<file path="src/hw/ns_pkg.sv">
package ns_pkg;

	// Channel field widths
	localparam int NS_ASZ = 4;
	localparam int NS_DSZ = 8;
	localparam int NS_MSG_W = NS_ASZ + NS_ASZ + NS_DSZ;

	// Destination rotation range
	localparam logic [NS_ASZ-1:0] NS_MIN_ADDR = NS_ASZ'(1);
	localparam logic [NS_ASZ-1:0] NS_MAX_ADDR = NS_ASZ'(3);

	// Merge buffer
	localparam int NS_FIFO_DEPTH = 4;
	localparam int NS_FIFO_AW = $clog2(NS_FIFO_DEPTH);

	// Sequence check limits
	localparam logic [NS_DSZ-1:0] NS_SEQ_LAST = NS_DSZ'(14);
	localparam logic [NS_DSZ-1:0] NS_CK_INIT = NS_DSZ'(15);

	// One message, flat for storage or split into fields
	typedef union packed {
		logic [NS_MSG_W-1:0] raw;
		struct packed {
			logic [NS_ASZ-1:0] src;
			logic [NS_ASZ-1:0] dst;
			logic [NS_DSZ-1:0] dat;
		} fields;
	} ns_msg_u;

endpackage

</file>
<file path="src/hw/io_2to1.sv">
module io_2to1 import ns_pkg::*; (
	input  logic              i_clk,
	input  logic              rst_n,
	input  logic              src0_en,
	input  logic              src1_en,
	input  logic              src0_skip,
	input  logic              src1_skip,
	input  logic              src1_bad,
	output logic              o0_err,
	output logic              o1_err,
	output logic              o_0_err,
	output logic [NS_DSZ-1:0] o_0_ck_dat,
	output logic [NS_DSZ-1:0] fst_err_0_inp,
	output logic [NS_DSZ-1:0] fst_err_0_dat,
	output logic              mrg_req,
	output logic              mrg_ack,
	output logic [NS_ASZ-1:0] mrg_src,
	output logic [NS_DSZ-1:0] mrg_dat
);

	logic              s0_req;
	logic              s0_ack;
	logic [NS_ASZ-1:0] s0_src;
	logic [NS_ASZ-1:0] s0_dst;
	logic [NS_DSZ-1:0] s0_dat;
	logic              s1_req;
	logic              s1_ack;
	logic [NS_ASZ-1:0] s1_src;
	logic [NS_ASZ-1:0] s1_dst;
	logic [NS_DSZ-1:0] s1_dat;

	msg_source u_src0 (
		.i_clk(i_clk),
		.rst_n(rst_n),
		.src_id(NS_ASZ'(0)),
		.en(src0_en),
		.skip(src0_skip),
		// Source 0 has no corrupt strobe
		.bad(1'b0),
		.req(s0_req),
		.ack(s0_ack),
		.src(s0_src),
		.dst(s0_dst),
		.dat(s0_dat)
	);

	msg_source u_src1 (
		.i_clk(i_clk),
		.rst_n(rst_n),
		.src_id(NS_ASZ'(1)),
		.en(src1_en),
		.skip(src1_skip),
		.bad(src1_bad),
		.req(s1_req),
		.ack(s1_ack),
		.src(s1_src),
		.dst(s1_dst),
		.dat(s1_dat)
	);

	// Destination is carried but the sink does not use it
	merge_2to1 u_merge (
		.i_clk(i_clk),
		.rst_n(rst_n),
		.a_req(s0_req),
		.a_ack(s0_ack),
		.a_src(s0_src),
		.a_dst(s0_dst),
		.a_dat(s0_dat),
		.b_req(s1_req),
		.b_ack(s1_ack),
		.b_src(s1_src),
		.b_dst(s1_dst),
		.b_dat(s1_dat),
		.o_req(mrg_req),
		.o_ack(mrg_ack),
		.o_src(mrg_src),
		.o_dst(),
		.o_dat(mrg_dat)
	);

	seq_sink u_sink (
		.i_clk(i_clk),
		.rst_n(rst_n),
		.req(mrg_req),
		.ack(mrg_ack),
		.src(mrg_src),
		.dat(mrg_dat),
		.err_0(o0_err),
		.err_1(o1_err),
		.rng_err(o_0_err),
		.ck_dat(o_0_ck_dat),
		.fst_inp(fst_err_0_inp),
		.fst_dat(fst_err_0_dat)
	);

endmodule

</file>
<file path="src/hw/merge_2to1.sv">
module merge_2to1 import ns_pkg::*; (
	input  logic              i_clk,
	input  logic              rst_n,
	input  logic              a_req,
	output logic              a_ack,
	input  logic [NS_ASZ-1:0] a_src,
	input  logic [NS_ASZ-1:0] a_dst,
	input  logic [NS_DSZ-1:0] a_dat,
	input  logic              b_req,
	output logic              b_ack,
	input  logic [NS_ASZ-1:0] b_src,
	input  logic [NS_ASZ-1:0] b_dst,
	input  logic [NS_DSZ-1:0] b_dat,
	output logic              o_req,
	input  logic              o_ack,
	output logic [NS_ASZ-1:0] o_src,
	output logic [NS_ASZ-1:0] o_dst,
	output logic [NS_DSZ-1:0] o_dat
);

	logic [NS_MSG_W-1:0]   mem [NS_FIFO_DEPTH];
	logic [NS_FIFO_AW-1:0] wr_ptr;
	logic [NS_FIFO_AW-1:0] rd_ptr;
	logic [NS_FIFO_AW:0]   count;
	logic                  full;
	logic                  empty;
	logic                  last_b;
	logic                  a_new;
	logic                  b_new;
	logic                  take_a;
	logic                  take_b;
	logic                  push;
	logic                  pop;
	ns_msg_u               in_msg;
	ns_msg_u               head;

	assign full = (count == (NS_FIFO_AW+1)'(NS_FIFO_DEPTH));
	assign empty = (count == '0);

	// Fresh request on each input
	assign a_new = a_req && !a_ack;
	assign b_new = b_req && !b_ack;

	// Round robin: on a tie the input not served last wins
	assign take_a = a_new && !full && (!b_new || last_b);
	assign take_b = b_new && !full && !take_a;

	assign push = take_a || take_b;
	assign pop = o_req && o_ack;

	always_comb begin
		if (take_a) begin
			in_msg.fields.src = a_src;
			in_msg.fields.dst = a_dst;
			in_msg.fields.dat = a_dat;
		end else begin
			in_msg.fields.src = b_src;
			in_msg.fields.dst = b_dst;
			in_msg.fields.dat = b_dat;
		end
	end

	// Input side acks and arbitration state
	always_ff @(posedge i_clk) begin
		if (!rst_n) begin
			a_ack <= 1'b0;
			b_ack <= 1'b0;
			last_b <= 1'b1;
		end else begin
			if (take_a) begin
				a_ack <= 1'b1;
			end else if (!a_req) begin
				a_ack <= 1'b0;
			end
			if (take_b) begin
				b_ack <= 1'b1;
			end else if (!b_req) begin
				b_ack <= 1'b0;
			end
			if (push) begin
				last_b <= take_b;
			end
		end
	end

	always_ff @(posedge i_clk) begin
		if (push) begin
			mem[wr_ptr] <= in_msg.raw;
		end
	end

	// Pointers, fill level and output request
	always_ff @(posedge i_clk) begin
		if (!rst_n) begin
			wr_ptr <= '0;
			rd_ptr <= '0;
			count <= '0;
			o_req <= 1'b0;
		end else begin
			if (push) begin
				wr_ptr <= wr_ptr + 1'b1;
			end
			if (pop) begin
				rd_ptr <= rd_ptr + 1'b1;
			end
			case ({push, pop})
				2'b10: count <= count + 1'b1;
				2'b01: count <= count - 1'b1;
				default: count <= count;
			endcase
			if (!o_req && !o_ack && !empty) begin
				o_req <= 1'b1;
			end else if (pop) begin
				o_req <= 1'b0;
			end
		end
	end

	// Head entry is held until popped, so fields stay stable under req
	always_comb begin
		head.raw = mem[rd_ptr];
	end

	assign o_src = head.fields.src;
	assign o_dst = head.fields.dst;
	assign o_dat = head.fields.dat;

endmodule

</file>
<file path="src/hw/msg_source.sv">
module msg_source import ns_pkg::*; (
	input  logic              i_clk,
	input  logic              rst_n,
	input  logic [NS_ASZ-1:0] src_id,
	input  logic              en,
	input  logic              skip,
	input  logic              bad,
	output logic              req,
	input  logic              ack,
	output logic [NS_ASZ-1:0] src,
	output logic [NS_ASZ-1:0] dst,
	output logic [NS_DSZ-1:0] dat
);

	logic [3:0] cnt;
	logic       skip_pend;
	logic       bad_pend;
	logic       skip_any;
	logic       bad_any;
	logic       start;
	logic       done;
	ns_msg_u    msg;

	// Strobes in the start cycle still count for this message
	assign skip_any = skip_pend || skip;
	assign bad_any = bad_pend || bad;

	assign start = !req && !ack && en;
	assign done = req && ack;

	always_ff @(posedge i_clk) begin
		if (!rst_n) begin
			req <= 1'b0;
			cnt <= '0;
			skip_pend <= 1'b0;
			bad_pend <= 1'b0;
			msg.fields.dst <= NS_MIN_ADDR;
		end else if (start) begin
			req <= 1'b1;
			cnt <= cnt + (skip_any ? 4'd2 : 4'd1);
			skip_pend <= 1'b0;
			bad_pend <= 1'b0;
			msg.fields.src <= src_id;
			msg.fields.dat <= {{(NS_DSZ-5){1'b0}}, bad_any, cnt};
		end else begin
			if (skip) begin
				skip_pend <= 1'b1;
			end
			if (bad) begin
				bad_pend <= 1'b1;
			end
			if (done) begin
				req <= 1'b0;
				// Rotate destination, wrapping back to the first one
				if (msg.fields.dst >= NS_MAX_ADDR) begin
					msg.fields.dst <= NS_MIN_ADDR;
				end else begin
					msg.fields.dst <= msg.fields.dst + 1'b1;
				end
			end
		end
	end

	assign src = msg.fields.src;
	assign dst = msg.fields.dst;
	assign dat = msg.fields.dat;

endmodule

</file>
<file path="src/hw/seq_sink.sv">
module seq_sink import ns_pkg::*; (
	input  logic              i_clk,
	input  logic              rst_n,
	input  logic              req,
	output logic              ack,
	input  logic [NS_ASZ-1:0] src,
	input  logic [NS_DSZ-1:0] dat,
	output logic              err_0,
	output logic              err_1,
	output logic              rng_err,
	output logic [NS_DSZ-1:0] ck_dat,
	output logic [NS_DSZ-1:0] fst_inp,
	output logic [NS_DSZ-1:0] fst_dat
);

	logic [NS_DSZ-1:0] ck_0;
	logic [NS_DSZ-1:0] ck_1;
	logic [NS_DSZ-1:0] ck_sel;
	logic              fst_flg;
	logic              is_0;
	logic              take;
	logic              brk;
	logic              out_rng;

	assign take = req && !ack;
	assign is_0 = (src == '0);
	assign ck_sel = is_0 ? ck_0 : ck_1;

	// Only checked while the last value is not the top of the count
	assign brk = (ck_sel <= NS_SEQ_LAST) && (dat != ck_sel + 1'b1);

	// Counts are 4 bits wide, anything above is out of range
	assign out_rng = |dat[NS_DSZ-1:4];

	always_ff @(posedge i_clk) begin
		if (!rst_n) begin
			ack <= 1'b0;
			ck_0 <= NS_CK_INIT;
			ck_1 <= NS_CK_INIT;
			err_0 <= 1'b0;
			err_1 <= 1'b0;
			rng_err <= 1'b0;
			fst_flg <= 1'b0;
			fst_inp <= '0;
			fst_dat <= '0;
		end else if (take) begin
			ack <= 1'b1;
			if (out_rng) begin
				rng_err <= 1'b1;
			end
			if (brk) begin
				if (is_0) begin
					err_0 <= 1'b1;
				end else begin
					err_1 <= 1'b1;
				end
				// Keep only the first break from either source
				if (!fst_flg) begin
					fst_flg <= 1'b1;
					fst_inp <= dat;
					fst_dat <= ck_sel;
				end
			end else if (is_0) begin
				ck_0 <= dat;
			end else begin
				ck_1 <= dat;
			end
		end else if (!req && ack) begin
			ack <= 1'b0;
		end
	end

	assign ck_dat = ck_0;

endmodule

</file>
<file path="config.mk">
export PLATFORM = sky130hd
export DESIGN_NAME = io_2to1
export DESIGN_NICKNAME = d
export VERILOG_FILES = /design/src/hw/ns_pkg.sv /design/src/hw/io_2to1.sv /design/src/hw/merge_2to1.sv /design/src/hw/msg_source.sv /design/src/hw/seq_sink.sv
export SDC_FILE = /design/constraint.sdc
export NUM_CORES = 1
export LEC_CHECK = 0
export BUFFER_PORTS_ARGS = -buffer_cell sky130_fd_sc_hd__buf_2
export CAP_MARGIN = 20
export CORE_MARGIN = 10
export CORE_UTILIZATION = 57
export DETAILED_ROUTE_END_ITERATION = 7
export HOLD_SLACK_MARGIN = 0.02
export PLACE_DENSITY = 0.8
export SETUP_SLACK_MARGIN = 0.5
export SLEW_MARGIN = 0
export SYNTH_ARGS = -nofsm -noshare
export SYNTH_HDL_FRONTEND = slang
export SYNTH_SLANG_ARGS = --single-unit
</file>
<file path="constraint.sdc">
create_clock -name i_clk -period 3.4 [get_ports i_clk]
set_input_delay 0.68 -clock i_clk [delete_from_list [all_inputs] [get_ports i_clk]]
set_output_delay 0.68 -clock i_clk [all_outputs]
set_load 0.005 [all_outputs]
</file>
---- Word-level counts from Yosys, hierarchy flattened ----
Memories as Yosys holds them, arrays and structs flattened. A register that Yosys moved wholly into a read port is not among the register bits.
Cells that the tools add are included.
cells by class
  eq/ne operators ......................... 6
  reduce and logical (&&, ||, !) cells .... 54
  bitwise logic cells ..................... 6
  mux-type cells .......................... 23
  magnitude comparators ................... 3
  add/sub/neg operators ................... 9
operators by type and width
  cell                                                                   number
  1-bit logical AND                                                      18
  3-bit AND reduction                                                    5
  1-bit 2-to-1 mux                                                       14
  13-bit 2-to-1 mux                                                      1
  2-bit AND reduction                                                    6
  1-bit zero test                                                        10
  2-bit nonzero test                                                     5
  4-bit by 1-bit adder with 4-bit output, second input constant          2
  4-bit adder                                                            2
  8-bit by 1-bit adder with 8-bit output, second input constant          1
  4-bit by 2-bit >= comparator with 1-bit output, second input constant  2
  8-bit by 4-bit <= comparator with 1-bit output, second input constant  1
  2-bit 2-to-1 mux                                                       4
  4-bit 2-to-1 mux                                                       2
  8-bit 2-to-1 mux                                                       1
  8-bit != test                                                          1
  1-bit NOT                                                              6
  3-bit one-hot mux with 2 select lines                                  1
  1-bit logical OR                                                       5
  2-bit by 1-bit adder with 2-bit output, second input constant          2
  4-bit zero test                                                        1
  2-bit by 1-bit != test with 1-bit output, second input constant        2
  2-bit OR reduction                                                     2
  4-bit OR reduction                                                     1
  other kinds (6)                                                        6
storage, ports and cells
  input port bits ......................... 7
  word-level logic and storage cells ...... 129
  memories ................................ 1
  register bits after elaboration ......... 78
  memory bits (writable) .................. 52
  output and inout bits ................... 41
memory list
  memory       depth  width  read ports  clocked after Yosys merged registers in  write ports  line              text
  u_merge.mem  4      13     1           1                                        1            merge_2to1.sv:21  logic [NS_MSG_W-1:0] mem [NS_FIFO_DEPTH];

---- Logic depth before layout (Yosys ltp) ----
  word-level depth ........................ 10
  mapped depth ............................ 11

---- By module ----
A second synthesis with hierarchy kept.
second synthesis, totals
  cell total of the unflattened synthesis .. 501
  area total of the unflattened synthesis .. 6729.0 µm²
by module, submodules not included
  module      cells each  seq. area each (µm²)  times used  area an instance (µm²)
  merge_2to1  168         2182.1                1           3199.3
  seq_sink    207         740.7                 1           1930.6
  msg_source  62          490.5                 2           795.8
  io_2to1     2           0.0                   1           7.5

---- Worst setup path after synthesis ----
Ideal clock, no wire load.
  path kind ............................... flip-flop to flip-flop
  start ................................... register (tool-made name)
  end ..................................... register u_sink.ck_0[0], in the netlist u_sink.ck_dat[0]
  data required time ...................... 3.277 ns
  data arrival time ....................... 2.834 ns
  library setup time ...................... 0.123 ns
  path slack .............................. 0.443 ns
  clock period less this slack ............ 2.957 ns
  stages on the path, launching flop included .. 11
  path through ............................ dfxtp_1 buf_6 mux4_2 buf_6 clkbuf_1 mux2_2 ha_1 xnor2_1 o311ai_4 nand4b_2 mux2i_1
RTL lines
  item                  line            text
  to (signal assigned)  seq_sink.sv:64  ck_0 <= dat;
  to (decl)             seq_sink.sv:16  logic [NS_DSZ-1:0] ck_0;

==> impl_results.md <==
* Post-DP HPWL at 5070 µm
* Post-CTS Hold Buffers at 0
* Largest net degree at the start of global routing at 37
* I/O pins at 48
* Worst vdd ir at 319 µV
* Synth top area cells: dfxtp_1, edfxtp_1, mux2i_1
* Clock root buffer master: clkbuf_8
* Setup tns final at 0 ns
* Final Net Count at 388
* Global-route wire length before repair at 11300 µm
* Worst r2r dst: u_sink.ck_dat[3]
* Max Root-Sink Buffers at 2
* CP cell instances: mux4_2 > mux2_2 > ha_1 > xnor2_1 > o311ai_4 > nand4b_4 > mux2i_1
* Slew HR at 42.8%
* CP Data Arrival Time at 3.03 ns
* Number of global-route vias before repair at 2392
* Yosys warns at 0
* Via count at 2411
* Post-layout min period at 2.79 ns
* Mapped cell area at 3880 µm²
* Die W at 102 µm
* Clock Latency Late Sink at 0.35 ns
* FFs w/ async S/R, synth at 0%
* Distinct cells, synth at 47
* Slowest CP cell: mux4_2
* Port bufs at 32
* Num CTS Buffers at 9
* CP bufs+invs at 0
* RD Place Congestion at 0.912
* Cell taking the most area after synthesis: dfxtp_1
* Worst Max-Slew Pin Slew at 0.856 ns
* Fin. Hold Viols at 0
* RSZ-0062 raised after global routing: false
* Crit path depth at 7
* Residual DRC at 0
* HP Start: u_sink.fst_dat[4]
* Max cap viols at 0
* Final max-slew violation count at 0
* CTS H-Tree Depth at 3
* EDFF count, synth at 33
* Commonest non-fill, non-tap cell in the layout: dfxtp_1
* Post-synth top flop: dfxtp_1
* DRT iter0 DRCs at 66
* Worst Skew at 0.00796 ns
* Critical Path End Type: flip-flop
* Worst hold path type: reg2reg
* Yosys reg bits at 84
* Total GRT Usage at 13.9%
* Delay-heaviest family, CP: multiplexers
* Starting Density at 59.7%
* Worst setup path class: reg2reg
* Core area at 6490 µm²
* Syn Area/Cell at 11.9 µm²
* Lkg Pwr at 1.79 nW
* DIE HEIGHT at 102 µm
* Vias per cell at 5.39
* Register-to-register setup slack at 0.61 ns
* Initial antenna violation count at 0
* Worst Reg-to-Reg Cells at 7
* Endpoints failing setup at 0
* Total iterations of the first detailed-routing run at 4
* WHS Path Cells at 2
* Critical path fanouts, max at 9
* Final period util at 82.0%
* Worst slack at placement at 0.269 ns
* Most frequent cells in the layout: dfxtp_1, edfxtp_1, buf_2, mux2i_1, nand2_1
* Yosys top cell area share at 26.3%
* CTS tree: built
* Worst setup margin at 0.612 ns
* Grt total ovfl at 0
* WP data required at 3.64 ns
* Routed Antenna Nets at 0
* Critical Path Start Type: flip-flop
* Worst-path clk slew at 0.09 ns
* PwrDens at 557 nW/µm²
* Row Count at 29
* Detailed Route WL at 6930 µm
* Instance count of the mapped netlist at 326
* Die footprint at 10500 µm²
* Outcome: complete, no violations
* Inserted Diodes at 0
* WL/cell at 15.5 µm
* Max Freq at 359 MHz
* Clock sinks at 84
* Layout fillers at 499
* Endpoint, Worst Hold: u_sink.fst_dat[4]
* Layout cells sized above 1 at 21.1%
* Sequential element share of the synthesized area at 51.9%
* CP max stage delay at 0.63 ns
* Area added between synthesis and finish at 10.6%
==> sequential cells by signal, summed over array words and instances, names as in the netlist, 2 cells and up, named ones only <==
name and cells:
u_src0.msg 4, u_src0.cnt 4, u_sink.ck_dat 5, u_merge.rd_ptr 2, u_src1.msg 5, u_merge.wr_ptr 2
u_sink.fst_inp 5, u_merge.count 3, u_merge.mem 24, u_src1.cnt 4, u_sink.fst_dat 5, u_sink.ck_1 5
==> repair_timing <==
| item | 4_1_cts | 5_1_grt |
|---|---|---|
| resized for setup | 1 | 0 |
| setup buffers | 1 | 4 |
| cloned | 0 | 0 |
| endpoints found under the setup margin | 10 | 22 |
| hold endpoints to repair | 0 | 0 |
| pin swaps | 1 | 0 |
==> tightest hold or removal path, delay by kind of cell (launching register included) <==
| family | cells | cell delay (ns) |
|---|---|---|
| flip-flops | 1 | 0.31 |
| AND/OR/NAND/NOR | 2 | 0.08 |
==> where the power goes <==
group / leakage (nW) / internal (W) / switching (W)
Sequential: 0.720 / 0.00115 / 0.0000620
Combinational: 0.980 / 0.000249 / 0.000289
Clock: 0.0921 / 0.000276 / 0.000364
==> metal layers <==
layer / global-route usage, % / vias to the layer above / routed length (µm) / part of all wire [%]
met2: 23.6 / 65 / 3390 / 49
li1: - / 1181 / - / -
met5: 0 / - / 0 / 0
met3: 4.99 / 14 / 495 / 7.1
met1: 15.8 / 1151 / 2940 / 42
met4: 5.42 / 0 / 102 / 1.5
==> final cells by class <==
type	instances	area (µm²)	area share (%)
clock inverter	7	58.8	1.37
inverter	11	41.3	0.962
tap	77	96.3	2.25
timing repair buffer	41	240	5.60
clock buffer	9	124	2.89
multi-input combinational	218	1720	40.0
sequential	84	2010	46.9
==> synth_stat cells (8+ instances only) <==
library cell / count
and2_1: 18
buf_4: 16
clkbuf_1: 8
dfxtp_1: 51
edfxtp_1: 33
ha_1: 13
inv_1: 11
mux2i_1: 27
nand2_1: 26
nor2_1: 12
nor2b_1: 23
xnor2_1: 12
==> worst max-delay path by stage <==
stage / start / to / slack (ns)
finish: flip-flop / u_sink.ck_dat[3] / 0.61
global route: flip-flop / u_sink.fst_dat[3] / 0.52
floorplan: flip-flop / u_sink.fst_inp[4] / 0.52
detailed placement: flip-flop / u_sink.fst_dat[0] / 0.27
global placement: flip-flop / u_sink.fst_dat[3] / 0.44
CTS: flip-flop / u_sink.ck_dat[1] / 0.55
==> cells by family (layout without fill, tap and decap cells) <==
logic type,after synthesis,in the layout,share of synthesized area (%)
XOR/XNOR,15,15,3.39
multiplexers,40,40,12.6
adder cells (fa/ha/maj),16,16,5.74
AO/OA/AOI/OAI,29,29,6.00
other,1,15,0.0967
flip-flops,84,84,51.9
buffers and inverters,38,68,5.81
AND/OR/NAND/NOR,103,103,14.5
==> metrics by stage <==
stage                     instance area (µm²)  power (W)  instances  hold slack [ns]  util (%)
after detailed placement                 4050    0.00174        426            0.421      62.4
after global routing                     4290    0.00253        447            0.452      66.1
final                                    4290    0.00239        447            0.428      66.1
after CTS                                4260    0.00241        443            0.434      65.6
after floorplan                          3950    0.00162        340            0.426         -
after global placement                   4050    0.00172        426            0.415      62.4
Power figures use the tool's default switching activity.
